`config.mk`:
```
export PLATFORM = sky130hd
export DESIGN_NAME = dnc_allocation_top
export DESIGN_NICKNAME = d
export VERILOG_FILES = /design/src/hdl/dnc_pkg.sv /design/src/hdl/dnc_stream_if.sv /design/src/hdl/dnc_allocation_top.sv /design/src/hdl/dnc_allocation_weighting.sv /design/src/hdl/dnc_sort_vector.sv /design/src/hdl/dnc_weight_chain.sv
export SDC_FILE = /design/constraint.sdc
export NUM_CORES = 2
export LEC_CHECK = 0
export BUFFER_PORTS_ARGS = -buffer_cell sky130_fd_sc_hd__buf_2
export CORE_ASPECT_RATIO = 1.25
export CORE_MARGIN = 2
export CORE_UTILIZATION = 65
export DETAILED_ROUTE_END_ITERATION = 8
export PLACE_DENSITY = 0.82
export SETUP_SLACK_MARGIN = 0.4
export SLEW_MARGIN = 20
export SYNTH_ARGS = -nofsm -noshare
export SYNTH_HDL_FRONTEND = slang
export SYNTH_SLANG_ARGS = --single-unit
```
`constraint.sdc`:
```
create_clock -name CLK -period 10.55 [get_ports CLK]
set_input_delay 1.055 -clock CLK [delete_from_list [all_inputs] [get_ports CLK]]
set_output_delay 1.055 -clock CLK [all_outputs]
set_load 0.05 [all_outputs]
```
`src/hdl/dnc_pkg.sv`:
```
// DNC allocation shared definitions
package dnc_pkg;

  ////////////////////////////////////////////////////////////
  // Fixed point
  ////////////////////////////////////////////////////////////

  // Widest value the helpers carry
  localparam int Q_WORD_SIZE = 64;

  // Unsigned Q word, callers cut it back to their own width
  typedef logic [Q_WORD_SIZE-1:0] q_word_t;

  // Value one, 2^frac_bits
  function automatic q_word_t q_one(input int frac_bits);
    return q_word_t'(1) << frac_bits;
  endfunction

  // Truncating product
  // Full double width first, then drop the fraction bits
  function automatic q_word_t q_mul(input q_word_t a, input q_word_t b, input int frac_bits);
    logic [2*Q_WORD_SIZE-1:0] full;
    full = a * b;
    return q_word_t'(full >> frac_bits);
  endfunction

  ////////////////////////////////////////////////////////////
  // Controller phases
  ////////////////////////////////////////////////////////////

  // Sorter FSM
  typedef enum logic [1:0] {
    IDLE = 2'd0,
    LOAD = 2'd1,
    SCAN = 2'd2,
    EMIT = 2'd3
  } sort_phase_t;

  // Output streamer FSM
  typedef enum logic {
    COLLECT = 1'b0,
    DRAIN   = 1'b1
  } out_phase_t;

endpackage

```
`src/hdl/dnc_stream_if.sv`:
```
// Indexed value stream
interface dnc_stream_if #(
  parameter int DATA_SIZE  = 16,
  parameter int SIZE_N_MAX = 16
) ();

  // Slot number width, one bit at least
  localparam int INDEX_SIZE = (SIZE_N_MAX > 1) ? $clog2(SIZE_N_MAX) : 1;

  // One beat per cycle, no stall
  logic                  valid;
  // Final beat of a vector
  logic                  last;
  // Slot the value belongs to
  logic [INDEX_SIZE-1:0] index;
  logic [DATA_SIZE-1:0]  value;

  // Producer side
  modport source (
    output valid,
    output last,
    output index,
    output value
  );

  // Consumer side
  modport sink (
    input valid,
    input last,
    input index,
    input value
  );

endinterface

```
`src/hdl/dnc_allocation_top.sv`:
```
// DNC allocation weighting top level
module dnc_allocation_top #(
  parameter int DATA_SIZE  = 16,
  parameter int FRAC_BITS  = 15,
  parameter int SIZE_N_MAX = 16
) (
  input  logic                 CLK,
  input  logic                 RST,
  input  logic                 START,
  input  logic                 U_IN_ENABLE,
  input  logic [DATA_SIZE-1:0] SIZE_N_IN,
  input  logic [DATA_SIZE-1:0] U_IN,
  output logic                 READY,
  output logic                 A_OUT_ENABLE,
  output logic [DATA_SIZE-1:0] A_OUT
);

  // Sorter to chain, rising usage order
  dnc_stream_if #(.DATA_SIZE(DATA_SIZE), .SIZE_N_MAX(SIZE_N_MAX)) sorted_s ();
  // Chain to streamer, weights still in sorted order
  dnc_stream_if #(.DATA_SIZE(DATA_SIZE), .SIZE_N_MAX(SIZE_N_MAX)) weight_s ();

  // Free list
  dnc_sort_vector #(.DATA_SIZE(DATA_SIZE), .SIZE_N_MAX(SIZE_N_MAX)) sort_vector_i (
    .CLK        (CLK),
    .RST        (RST),
    .START      (START),
    .SIZE_N_IN  (SIZE_N_IN),
    .U_IN_ENABLE(U_IN_ENABLE),
    .U_IN       (U_IN),
    .sorted     (sorted_s.source)
  );

  // Per-position weights
  dnc_weight_chain #(.DATA_SIZE(DATA_SIZE), .FRAC_BITS(FRAC_BITS)) weight_chain_i (
    .CLK   (CLK),
    .RST   (RST),
    .sorted(sorted_s.sink),
    .weight(weight_s.source)
  );

  // Slot order out
  dnc_allocation_weighting #(.DATA_SIZE(DATA_SIZE), .SIZE_N_MAX(SIZE_N_MAX)) weighting_i (
    .CLK         (CLK),
    .RST         (RST),
    .weight      (weight_s.sink),
    .A_OUT_ENABLE(A_OUT_ENABLE),
    .A_OUT       (A_OUT),
    .READY       (READY)
  );

endmodule

```
`src/hdl/dnc_allocation_weighting.sv`:
```
// Allocation weight output streamer
module dnc_allocation_weighting #(
  parameter int DATA_SIZE  = 16,
  parameter int SIZE_N_MAX = 16
) (
  input  logic                 CLK,
  input  logic                 RST,
  dnc_stream_if.sink           weight,
  output logic                 A_OUT_ENABLE,
  output logic [DATA_SIZE-1:0] A_OUT,
  output logic                 READY
);

  import dnc_pkg::*;

  localparam int INDEX_SIZE = (SIZE_N_MAX > 1) ? $clog2(SIZE_N_MAX) : 1;
  localparam int COUNT_SIZE = $clog2(SIZE_N_MAX + 1);

  ////////////////////////////////////////////////////////////
  // Signals
  ////////////////////////////////////////////////////////////

  // FSM
  out_phase_t            phase;

  // Beats seen in the current vector
  logic [COUNT_SIZE-1:0] beat_count;

  // N learned from the last beat
  logic [COUNT_SIZE-1:0] size_n;
  logic [INDEX_SIZE-1:0] last_index;

  // Drain pointer in slot order
  logic [INDEX_SIZE-1:0] read_index;

  // Weights by slot
  logic [DATA_SIZE-1:0]  a_mem [SIZE_N_MAX];

  ////////////////////////////////////////////////////////////
  // Body
  ////////////////////////////////////////////////////////////

  assign last_index = INDEX_SIZE'(size_n - COUNT_SIZE'(1));

  // Control
  always_ff @(posedge CLK or posedge RST) begin
    if (RST) begin
      phase      <= COLLECT;
      beat_count <= '0;
      size_n     <= '0;
      read_index <= '0;
      READY      <= 1'b0;
    end else begin
      // Single-cycle pulse
      READY <= 1'b0;

      case (phase)
        COLLECT: begin
          if (weight.valid) begin
            if (weight.last) begin
              // Count includes this beat
              size_n     <= beat_count + COUNT_SIZE'(1);
              beat_count <= '0;
              read_index <= '0;
              phase      <= DRAIN;
            end else begin
              beat_count <= beat_count + COUNT_SIZE'(1);
            end
          end
        end

        DRAIN: begin
          // N back-to-back beats then READY
          if (read_index == last_index) begin
            READY <= 1'b1;
            phase <= COLLECT;
          end else begin
            read_index <= read_index + 1'b1;
          end
        end

        default: phase <= COLLECT;
      endcase
    end
  end

  // Scatter into slot order
  // Only the slot index matters here
  always_ff @(posedge CLK) begin
    if ((phase == COLLECT) && weight.valid) begin
      a_mem[weight.index] <= weight.value;
    end
  end

  // Output beats straight from the buffer
  assign A_OUT_ENABLE = (phase == DRAIN);
  assign A_OUT        = a_mem[read_index];

  ////////////////////////////////////////////////////////////
  // Assertions
  ////////////////////////////////////////////////////////////

  // Next vector must wait for the drain
  // Its load alone takes N cycles, so the sorter EMIT cannot land here
  assert property (@(posedge CLK) disable iff (RST) weight.valid |-> (phase == COLLECT))
    else $error("weight beat in DRAIN, sorter EMIT overlapped the output stream");

  // Sorter framing closes every vector in time
  assert property (@(posedge CLK) disable iff (RST)
                   (weight.valid && !weight.last) |-> (beat_count < COUNT_SIZE'(SIZE_N_MAX - 1)))
    else $error("no last beat within %0d weights", SIZE_N_MAX);

endmodule

```
`src/hdl/dnc_sort_vector.sv`:
```
// Stable usage sorter
module dnc_sort_vector #(
  parameter int DATA_SIZE  = 16,
  parameter int SIZE_N_MAX = 16
) (
  input  logic                 CLK,
  input  logic                 RST,
  input  logic                 START,
  input  logic [DATA_SIZE-1:0] SIZE_N_IN,
  input  logic                 U_IN_ENABLE,
  input  logic [DATA_SIZE-1:0] U_IN,
  dnc_stream_if.source         sorted
);

  import dnc_pkg::*;

  localparam int INDEX_SIZE = (SIZE_N_MAX > 1) ? $clog2(SIZE_N_MAX) : 1;
  localparam int COUNT_SIZE = $clog2(SIZE_N_MAX + 1);

  ////////////////////////////////////////////////////////////
  // Signals
  ////////////////////////////////////////////////////////////

  // FSM
  sort_phase_t           phase;

  // Vector length, latched with START
  logic [COUNT_SIZE-1:0] size_n;
  logic [INDEX_SIZE-1:0] last_index;

  // Counters
  logic [INDEX_SIZE-1:0] load_index;
  logic [INDEX_SIZE-1:0] scan_index;
  logic [INDEX_SIZE-1:0] emit_count;

  // Slots already emitted
  logic [SIZE_N_MAX-1:0] taken;

  // Usage store
  logic [DATA_SIZE-1:0]  u_mem [SIZE_N_MAX];

  // Running minimum of the current scan
  logic                  best_found;
  logic [INDEX_SIZE-1:0] best_index;
  logic [DATA_SIZE-1:0]  best_value;
  logic                  candidate;

  ////////////////////////////////////////////////////////////
  // Body
  ////////////////////////////////////////////////////////////

  assign last_index = INDEX_SIZE'(size_n - COUNT_SIZE'(1));

  // Free slot that beats the minimum so far
  // Strictly smaller only, so ties stay with the lower slot
  assign candidate = !taken[scan_index] &&
                     (!best_found || (u_mem[scan_index] < best_value));

  // Control
  always_ff @(posedge CLK or posedge RST) begin
    if (RST) begin
      phase      <= IDLE;
      size_n     <= '0;
      load_index <= '0;
      scan_index <= '0;
      emit_count <= '0;
      taken      <= '0;
      best_found <= 1'b0;
    end else begin
      case (phase)
        IDLE: begin
          // START ignored anywhere else
          if (START) begin
            size_n     <= SIZE_N_IN[COUNT_SIZE-1:0];
            load_index <= '0;
            taken      <= '0;
            phase      <= LOAD;
          end
        end

        LOAD: begin
          if (U_IN_ENABLE) begin
            load_index <= load_index + 1'b1;
            if (load_index == last_index) begin
              scan_index <= '0;
              emit_count <= '0;
              best_found <= 1'b0;
              phase      <= SCAN;
            end
          end
        end

        SCAN: begin
          // One slot per cycle, N cycles per position
          if (candidate) begin
            best_found <= 1'b1;
          end
          scan_index <= scan_index + 1'b1;
          if (scan_index == last_index) begin
            phase <= EMIT;
          end
        end

        EMIT: begin
          // Winner leaves the pool
          taken[best_index] <= 1'b1;
          best_found        <= 1'b0;
          scan_index        <= '0;
          emit_count        <= emit_count + 1'b1;
          if (emit_count == last_index) begin
            phase <= IDLE;
          end else begin
            phase <= SCAN;
          end
        end

        default: phase <= IDLE;
      endcase
    end
  end

  // Store and minimum payload
  always_ff @(posedge CLK) begin
    if ((phase == LOAD) && U_IN_ENABLE) begin
      u_mem[load_index] <= U_IN;
    end
    if ((phase == SCAN) && candidate) begin
      best_index <= scan_index;
      best_value <= u_mem[scan_index];
    end
  end

  // Sorted stream, one beat per EMIT cycle
  assign sorted.valid = (phase == EMIT);
  assign sorted.last  = (phase == EMIT) && (emit_count == last_index);
  assign sorted.index = best_index;
  assign sorted.value = best_value;

  ////////////////////////////////////////////////////////////
  // Assertions
  ////////////////////////////////////////////////////////////

  // Loader only drives usages after START
  assert property (@(posedge CLK) disable iff (RST) U_IN_ENABLE |-> (phase == LOAD))
    else $error("U_IN_ENABLE high outside LOAD");

  // Emitted slot lies inside the latched vector
  assert property (@(posedge CLK) disable iff (RST) sorted.valid |-> (sorted.index < size_n))
    else $error("sorted index %0d not below N %0d", sorted.index, size_n);

endmodule

```
`src/hdl/dnc_weight_chain.sv`:
```
// Exclusive product weight chain
module dnc_weight_chain #(
  parameter int DATA_SIZE = 16,
  parameter int FRAC_BITS = 15
) (
  input  logic          CLK,
  input  logic          RST,
  dnc_stream_if.sink    sorted,
  dnc_stream_if.source  weight
);

  import dnc_pkg::*;

  // Fixed-point one at this width
  localparam logic [DATA_SIZE-1:0] Q_ONE = DATA_SIZE'(q_one(FRAC_BITS));

  ////////////////////////////////////////////////////////////
  // Signals
  ////////////////////////////////////////////////////////////

  // Product of usages already passed in this vector
  logic [DATA_SIZE-1:0] run_prod;

  logic [DATA_SIZE-1:0] one_minus_u;
  logic [DATA_SIZE-1:0] weight_next;
  logic [DATA_SIZE-1:0] prod_next;

  ////////////////////////////////////////////////////////////
  // Body
  ////////////////////////////////////////////////////////////

  // Free fraction of the slot
  assign one_minus_u = Q_ONE - sorted.value;

  // (1 - u) times everything sorted before it
  assign weight_next = DATA_SIZE'(q_mul(q_word_t'(one_minus_u), q_word_t'(run_prod),
                                        FRAC_BITS));

  // Fold this usage in for the next position
  assign prod_next = DATA_SIZE'(q_mul(q_word_t'(run_prod), q_word_t'(sorted.value),
                                      FRAC_BITS));

  // Control and running product
  always_ff @(posedge CLK or posedge RST) begin
    if (RST) begin
      run_prod     <= Q_ONE;
      weight.valid <= 1'b0;
      weight.last  <= 1'b0;
    end else begin
      weight.valid <= sorted.valid;
      weight.last  <= sorted.valid && sorted.last;
      if (sorted.valid) begin
        // Back to one for the next vector
        run_prod <= sorted.last ? Q_ONE : prod_next;
      end
    end
  end

  // Beat payload, one cycle behind the input
  always_ff @(posedge CLK) begin
    if (sorted.valid) begin
      weight.index <= sorted.index;
      weight.value <= weight_next;
    end
  end

  // Usages stay in [0, 1] all the way from the loader
  assert property (@(posedge CLK) disable iff (RST) sorted.valid |-> (sorted.value <= Q_ONE))
    else $error("usage %0h above one at slot %0d", sorted.value, sorted.index);

endmodule

```
# Yosys cells after proc, flatten, opt, wreduce, memory -nomap -nowiden
# Memories as Yosys holds them, arrays and structs flattened.
# Cells that the tools add are included.
# classes
eq_ne,15
addsub,8
reduce_logical,25
n_mul,2
muxes,39
n_bitwise,2
magnitude_cmp,4
# op_table
operator,count
$mul 16x16->31,2
$mux 16,2
$pmux 16 s2,1
$mux 4,7
$pmux 4 s2,3
$add 4x1->4 const B,4
$eq 4x4->1,4
$lt 16x16->1,1
$or 16x16->16,1
$sub 16x16->16 const A,1
$reduce_and 3->1,5
$mux 1,14
$pmux 4 s3,1
$lt 4x5->1 const B,2
$mux 2,5
$ne 2x2->1 const B,5
$pmux 2 s4,1
$reduce_and 4->1,2
$sub 4x1->4 const B,2
$logic_and 1x1->1,7
$ne 2x1->1 const B,3
$reduce_and 2->1,3
$reduce_bool 2->1,3
$add 5x1->5 const B,1
13 further kinds,15
# totals
ramBits,512
regBits,108
word_cells,116
n_memories,2
# mem_list
name,words,width,read_ports,rd_ports_with_merged_regs,write_ports,line_no,source
sort_vector_i.u_mem,16,16,1,0,1,dnc_sort_vector.sv:40,logic [DATA_SIZE-1:0] u_mem [SIZE_N_MAX];
weighting_i.a_mem,16,16,1,0,1,dnc_allocation_weighting.sv:37,logic [DATA_SIZE-1:0] a_mem [SIZE_N_MAX];

# Logic depth before layout (Yosys ltp)
# logic_depth
depth_word,6
ltp_mapped,29

# Cells and area by module
# A second synthesis with hierarchy kept.
# hier_totals
cells_unflattened,3169
hier_area_um2,40709.0
# by_module_without_submodules
module,cells_each,n_inst,area_per_inst_um2
dnc_weight_chain,1932,1,17433.0
dnc_sort_vector,740,1,12807.3
dnc_allocation_weighting,497,1,10468.8

# Least setup slack after synthesis
# OpenSTA, ideal clock, no wires.
# synth_path
path_kind,reg2reg
from,"reg sort_vector_i.best_value[3], in the netlist sort_vector_i.sorted.value[3] (read register of sort_vector_i.u_mem)"
to,reg weight_chain_i.weight.value[11] (data pin)
period_less_slack_ns,7.408
arrival_time_ns,7.150
setup_ns,0.258
slack_ns,3.142
stages_incl_launch_ff,26
t_required_ns,10.292
path_buffers,1
cell_sequence,edfxtp_1 > or4_1 > nor3_2 > nand3_1 > nor4_1 > xnor2_1 > clkbuf_1 > nand2_1 > fa_1 > fa_1 > inv_1 > fa_1 > fa_1 > fa_1 > inv_1 > fa_1 > inv_1 > ha_1 > a211o_1 > a211o_1 > nor3_1 > a221oi_2 > a41o_1 > a21bo_2 > a21bo_1 > xor2_1
# synth_between
elab_chain_cells,2
# synth_lines
item,line_no,source
"start, declared",dnc_sort_vector.sv:45,logic [DATA_SIZE-1:0] best_value;
$sub 16x16->16,dnc_weight_chain.sv:33,assign one_minus_u = Q_ONE - sorted.value;
$mul 16x16->31,dnc_pkg.sv:23,full = a * b;
named net weight_chain_i.weight_next[11],dnc_weight_chain.sv:25,logic [DATA_SIZE-1:0] weight_next;
"end signal, assigned",dnc_weight_chain.sv:63,weight.value <= weight_next;
"end, declared",dnc_stream_if.sv:23,output value
# The timed path passes the listed nets, and every way through them passes these cells.
# A chain may end at the register's enable or synchronous reset.

# Final worst setup path
# layout_path
from,"reg sort_vector_i.best_value[3], in the netlist sort_vector_i.sorted.value[3] (read register of sort_vector_i.u_mem)"
to,reg weight_chain_i.weight.value[15] (data pin)
# Same word-level chain as after synthesis.

==> impl_metrics.csv <==
group,metric,value,unit
grt,grt_pass1_vias,28100,
drt,wl_per_cell,22.77,um
clocking,cts_setup_buffers,0,
clocking,clkSinkCount,619,
finish,post-route-cell-area,0.04345,sq mm
run,max_cap_viol_count,0,
drt,detail_route.drc_violations,0,
status,status,"finished, final reports clean",
yosys,syn_inst,3198,
yosys,synth_nets,3838,
clocking,insertion_delay,660,ps
placed_design,place_hpwl,60470,um
worst_setup_path,cp_max_fo,21,
clocking,numCtsBuffers,56,
timing,rsz0062_at_grt,"false",
finish,antennaDiodeCount,0,
grt,grt_max_degree,68,
timing,slew_headroom,21.91,%
worst_setup_path,worstSetupEndpointType,"flip-flop",
timing,fin_crit_sh,80.95,%
clocking,clockRootBuffer,"clkbuf_16",
worst_setup_path,path_buf_inv,4,
worst_setup_path,slowest_stage,"edfxtp_1",
clocking,h-tree-depth,2,
worst_setup_path,reg2reg_depth,25,
timing,setup_tns,0,ps
worst_setup_path,path_common_cell,"fa_1",
drt,vias,25280,
floorplanning,coreArea,0.06177,sq mm
yosys,ys_ff_latch,619,
clocking,cts.reportedPaths.clkPinSlew,80,ps
floorplanning,start_util,65.49,%
drt,wirelength,92780,um
floorplanning,die_h,282.9,um
yosys,ys_types,68,
drt,drtIter0Drc,2057,
yosys,synth-main-ff-cell,"edfxtp_1",
clocking,clock_path_buffers,3,
hold_path,min_to,"sort_vector_i.taken[8]",
floorplanning,dieArea,0.06426,sq mm
drt,via_per_inst,6.204,
drt,dr.pass1.iters,6,
clocking,cts-resized-gates,0,
yosys,ys_warn_count,0,
grt,antenna_found_initial,1,
worst_setup_path,required,10930,ps
finish,layout.nets,3838,
clocking,hold_buffers,0,
finish,drive_gt1_share,9.127,%
worst_setup_path,cp_data_arrival_time,8920,ps
worst_setup_path,crit_path_start_kind,"flip-flop",
drt,ant_nets,0,
floorplanning,die_w,227.1,um
yosys,async_flop_share,10.82,%
timing,finalSetupViolCount,0,
hold_path,min_from,"sort_vector_i.taken[8]",
finish,nFillCells,4019,
worst_setup_path,r2r_setup_slack,2010,ps
worst_setup_path,crit_family,"adder cells",
placed_design,placed_area,0.04162,sq mm
grt,globalRoute.totalOverflow,0,
hold_path,hp-class,"reg2reg",
worst_setup_path,r2r_end,"weight_chain_i.weight.value[15]",
grt,grt_pass1_wl,149200,um
timing,slew_viol_final,0,
floorplanning,rows,102,
yosys,synth_area,0.04045,sq mm
placed_design,dp.cells,3972,
timing,tightest_slew,1171,ps
finish,final_cells,4075,
finish,synthToLayoutAreaGrowth,7.414,%
hold_path,whs_path_depth,2,
worst_setup_path,crit_type,"reg2reg",
placed_design,io_buffers,41,
yosys,avgSynthCellArea,12.65,sq um
timing,hold_violations,0,
yosys,synth_edf_count,552,
placed_design,gp_congestion,0.8683,
timing,finClkSkew,73.75,ps
worst_setup_path,rr_startpoint,"sort_vector_i.sorted.value[3]",
floorplanning,io-pin-count,54,
clocking,cts_tree,"built",
yosys,ys_seq_area_share,45.12,%
grt,grtUsageTotal,30.25,%
timing,period_minus_slack,8540,ps
timing,fmax,0.1171,GHz
worst_setup_path,critPathMaxStageDelay,740,ps
==> cells in the mapped netlist (3+ instances only) <==
cell	n	area [sq um]
buf_1	9	33.78
a22o_1	13	113.9
nor3b_1	3	22.52
nor2b_1	13	81.33
edfxtp_1	552	16580
a31oi_1	6	37.54
mux2i_1	120	1201
a21o_1	15	112.6
and4_1	4	35.03
nand2_1	359	1348
nand3_1	17	85.08
a211o_1	3	26.28
nor3_1	22	110.1
a221oi_1	50	437.9
o21ai_0	74	370.4
clkbuf_1	134	503.0
a22oi_1	34	255.2
buf_2	16	80.08
o31ai_1	4	30.03
a211oi_1	8	60.06
o211ai_1	6	45.04
o21ai_1	3	15.01
nand4_1	10	62.56
xnor2_1	55	481.7
inv_1	461	1730
nand2b_1	12	75.07
ha_1	220	2753
fa_1	384	7687
and3_1	8	50.05
dfrtp_1	66	1652
xor2_1	22	192.7
o21a_1	5	37.54
nor4_1	4	25.02
mux4_2	66	1486
and2_1	240	1501
o221ai_1	3	26.28
or3_1	3	18.77
mux2_2	18	202.7
nor2_1	57	214.0
a21oi_1	65	325.3
==> routing by layer <==
metal	vias to the layer above	GRT usage [%]	share of wire, %
li1	10790	-	-
met1	12920	35.91	35
met2	1211	53.55	53
met3	356	4.169	6.5
met4	2	15.34	5.4
met5	-	0	0.013
==> placed cells by master, fill, tap and decap left out, drive strengths merged, types with 22 or more instances in the layout <==
cell / count
a21oi: 65
a221oi: 51
a22oi: 35
and2: 240
buf: 101
clkbuf: 69
clkinv: 27
dfrtp: 66
edfxtp: 552
fa: 384
ha: 220
inv: 462
mux2i: 120
mux4: 66
nand2: 359
nor2: 57
nor3: 23
o21ai: 77
xnor2: 57
xor2: 22
==> metrics by stage <==
step           hold slack [ps]  worst slack (ps)  utilization (%)
6_report                 496.1              2010            70.35
5_1_grt                  524.3              1588            70.35
4_1_cts                  508.7              2041            70.33
3_5_place_dp             492.2              2065            67.39
3_3_place_gp             474.7              2266            67.39
2_1_floorplan            447.8              3142                -
==> worst max path at each step <==
stage	from	end	slack, ps	depth (start not counted)
2_1_floorplan	sort_vector_i.sorted.value[3]	weight_chain_i.weight.value[11]	3140	25
3_3_place_gp	sort_vector_i.sorted.value[3]	weight_chain_i.weight.value[15]	2270	25
3_5_place_dp	sort_vector_i.sorted.value[3]	weight_chain_i.weight.value[15]	2070	25
4_1_cts	sort_vector_i.sorted.value[3]	weight_chain_i.weight.value[15]	2040	25
5_1_grt	sort_vector_i.sorted.value[3]	weight_chain_i.weight.value[15]	1590	25
6_report	sort_vector_i.sorted.value[3]	weight_chain_i.weight.value[15]	2010	25
==> tightest hold or removal path, cell delays in order (launching register included) <==
cell and delay [ps]:
dfrtp_1 350, a21oi_1 40, nor2_1 70
==> registers in the layout, indices dropped and copies added (netlist names) <==
signal,cells
weight_chain_i.weight.index,4
sort_vector_i.u_mem,256
weighting_i.a_mem,256
sort_vector_i.sorted.value,16
weighting_i.READY,1
weight_chain_i.weight.value,16
weight_chain_i.weight.last,1
weight_chain_i.run_prod,16
weighting_i.size_n,4
sort_vector_i.phase,2
sort_vector_i.load_index,4
weight_chain_i.weight.valid,1
sort_vector_i.taken,16
weighting_i.A_OUT_ENABLE,1
sort_vector_i.scan_index,4
sort_vector_i.sorted.index,4
sort_vector_i.best_found,1
weighting_i.read_index,4
sort_vector_i.emit_count,4
sort_vector_i.size_n,4
weighting_i.beat_count,4
==> kinds of logic after synthesis <==
logic type | Yosys count | share of synthesized area, %
AO/OA/AOI/OAI | 310 | 5.193
XOR/XNOR | 79 | 1.747
adder cells (fa/ha/maj) | 604 | 25.81
buffers and inverters | 621 | 5.812
flip-flops | 619 | 45.12
multiplexers | 204 | 7.145
AND/OR/NAND/NOR | 761 | 9.174
==> final cells by class <==
type                    instances  area, sq um  area share (%)
flip-flops and latches        619        18260           42.03
multi-input cells            1958        19940           45.89
clock inverters                34        370.4          0.8523
inverters                     462         1734           3.991
clock buffers                  69         1450           3.337
well taps                     832         1041           2.396
repair buffers                101        655.6           1.509
Power is left out: the tool's default activity adds up to more than one toggle a clock period on the data nets, which glitch-free logic cannot reach.
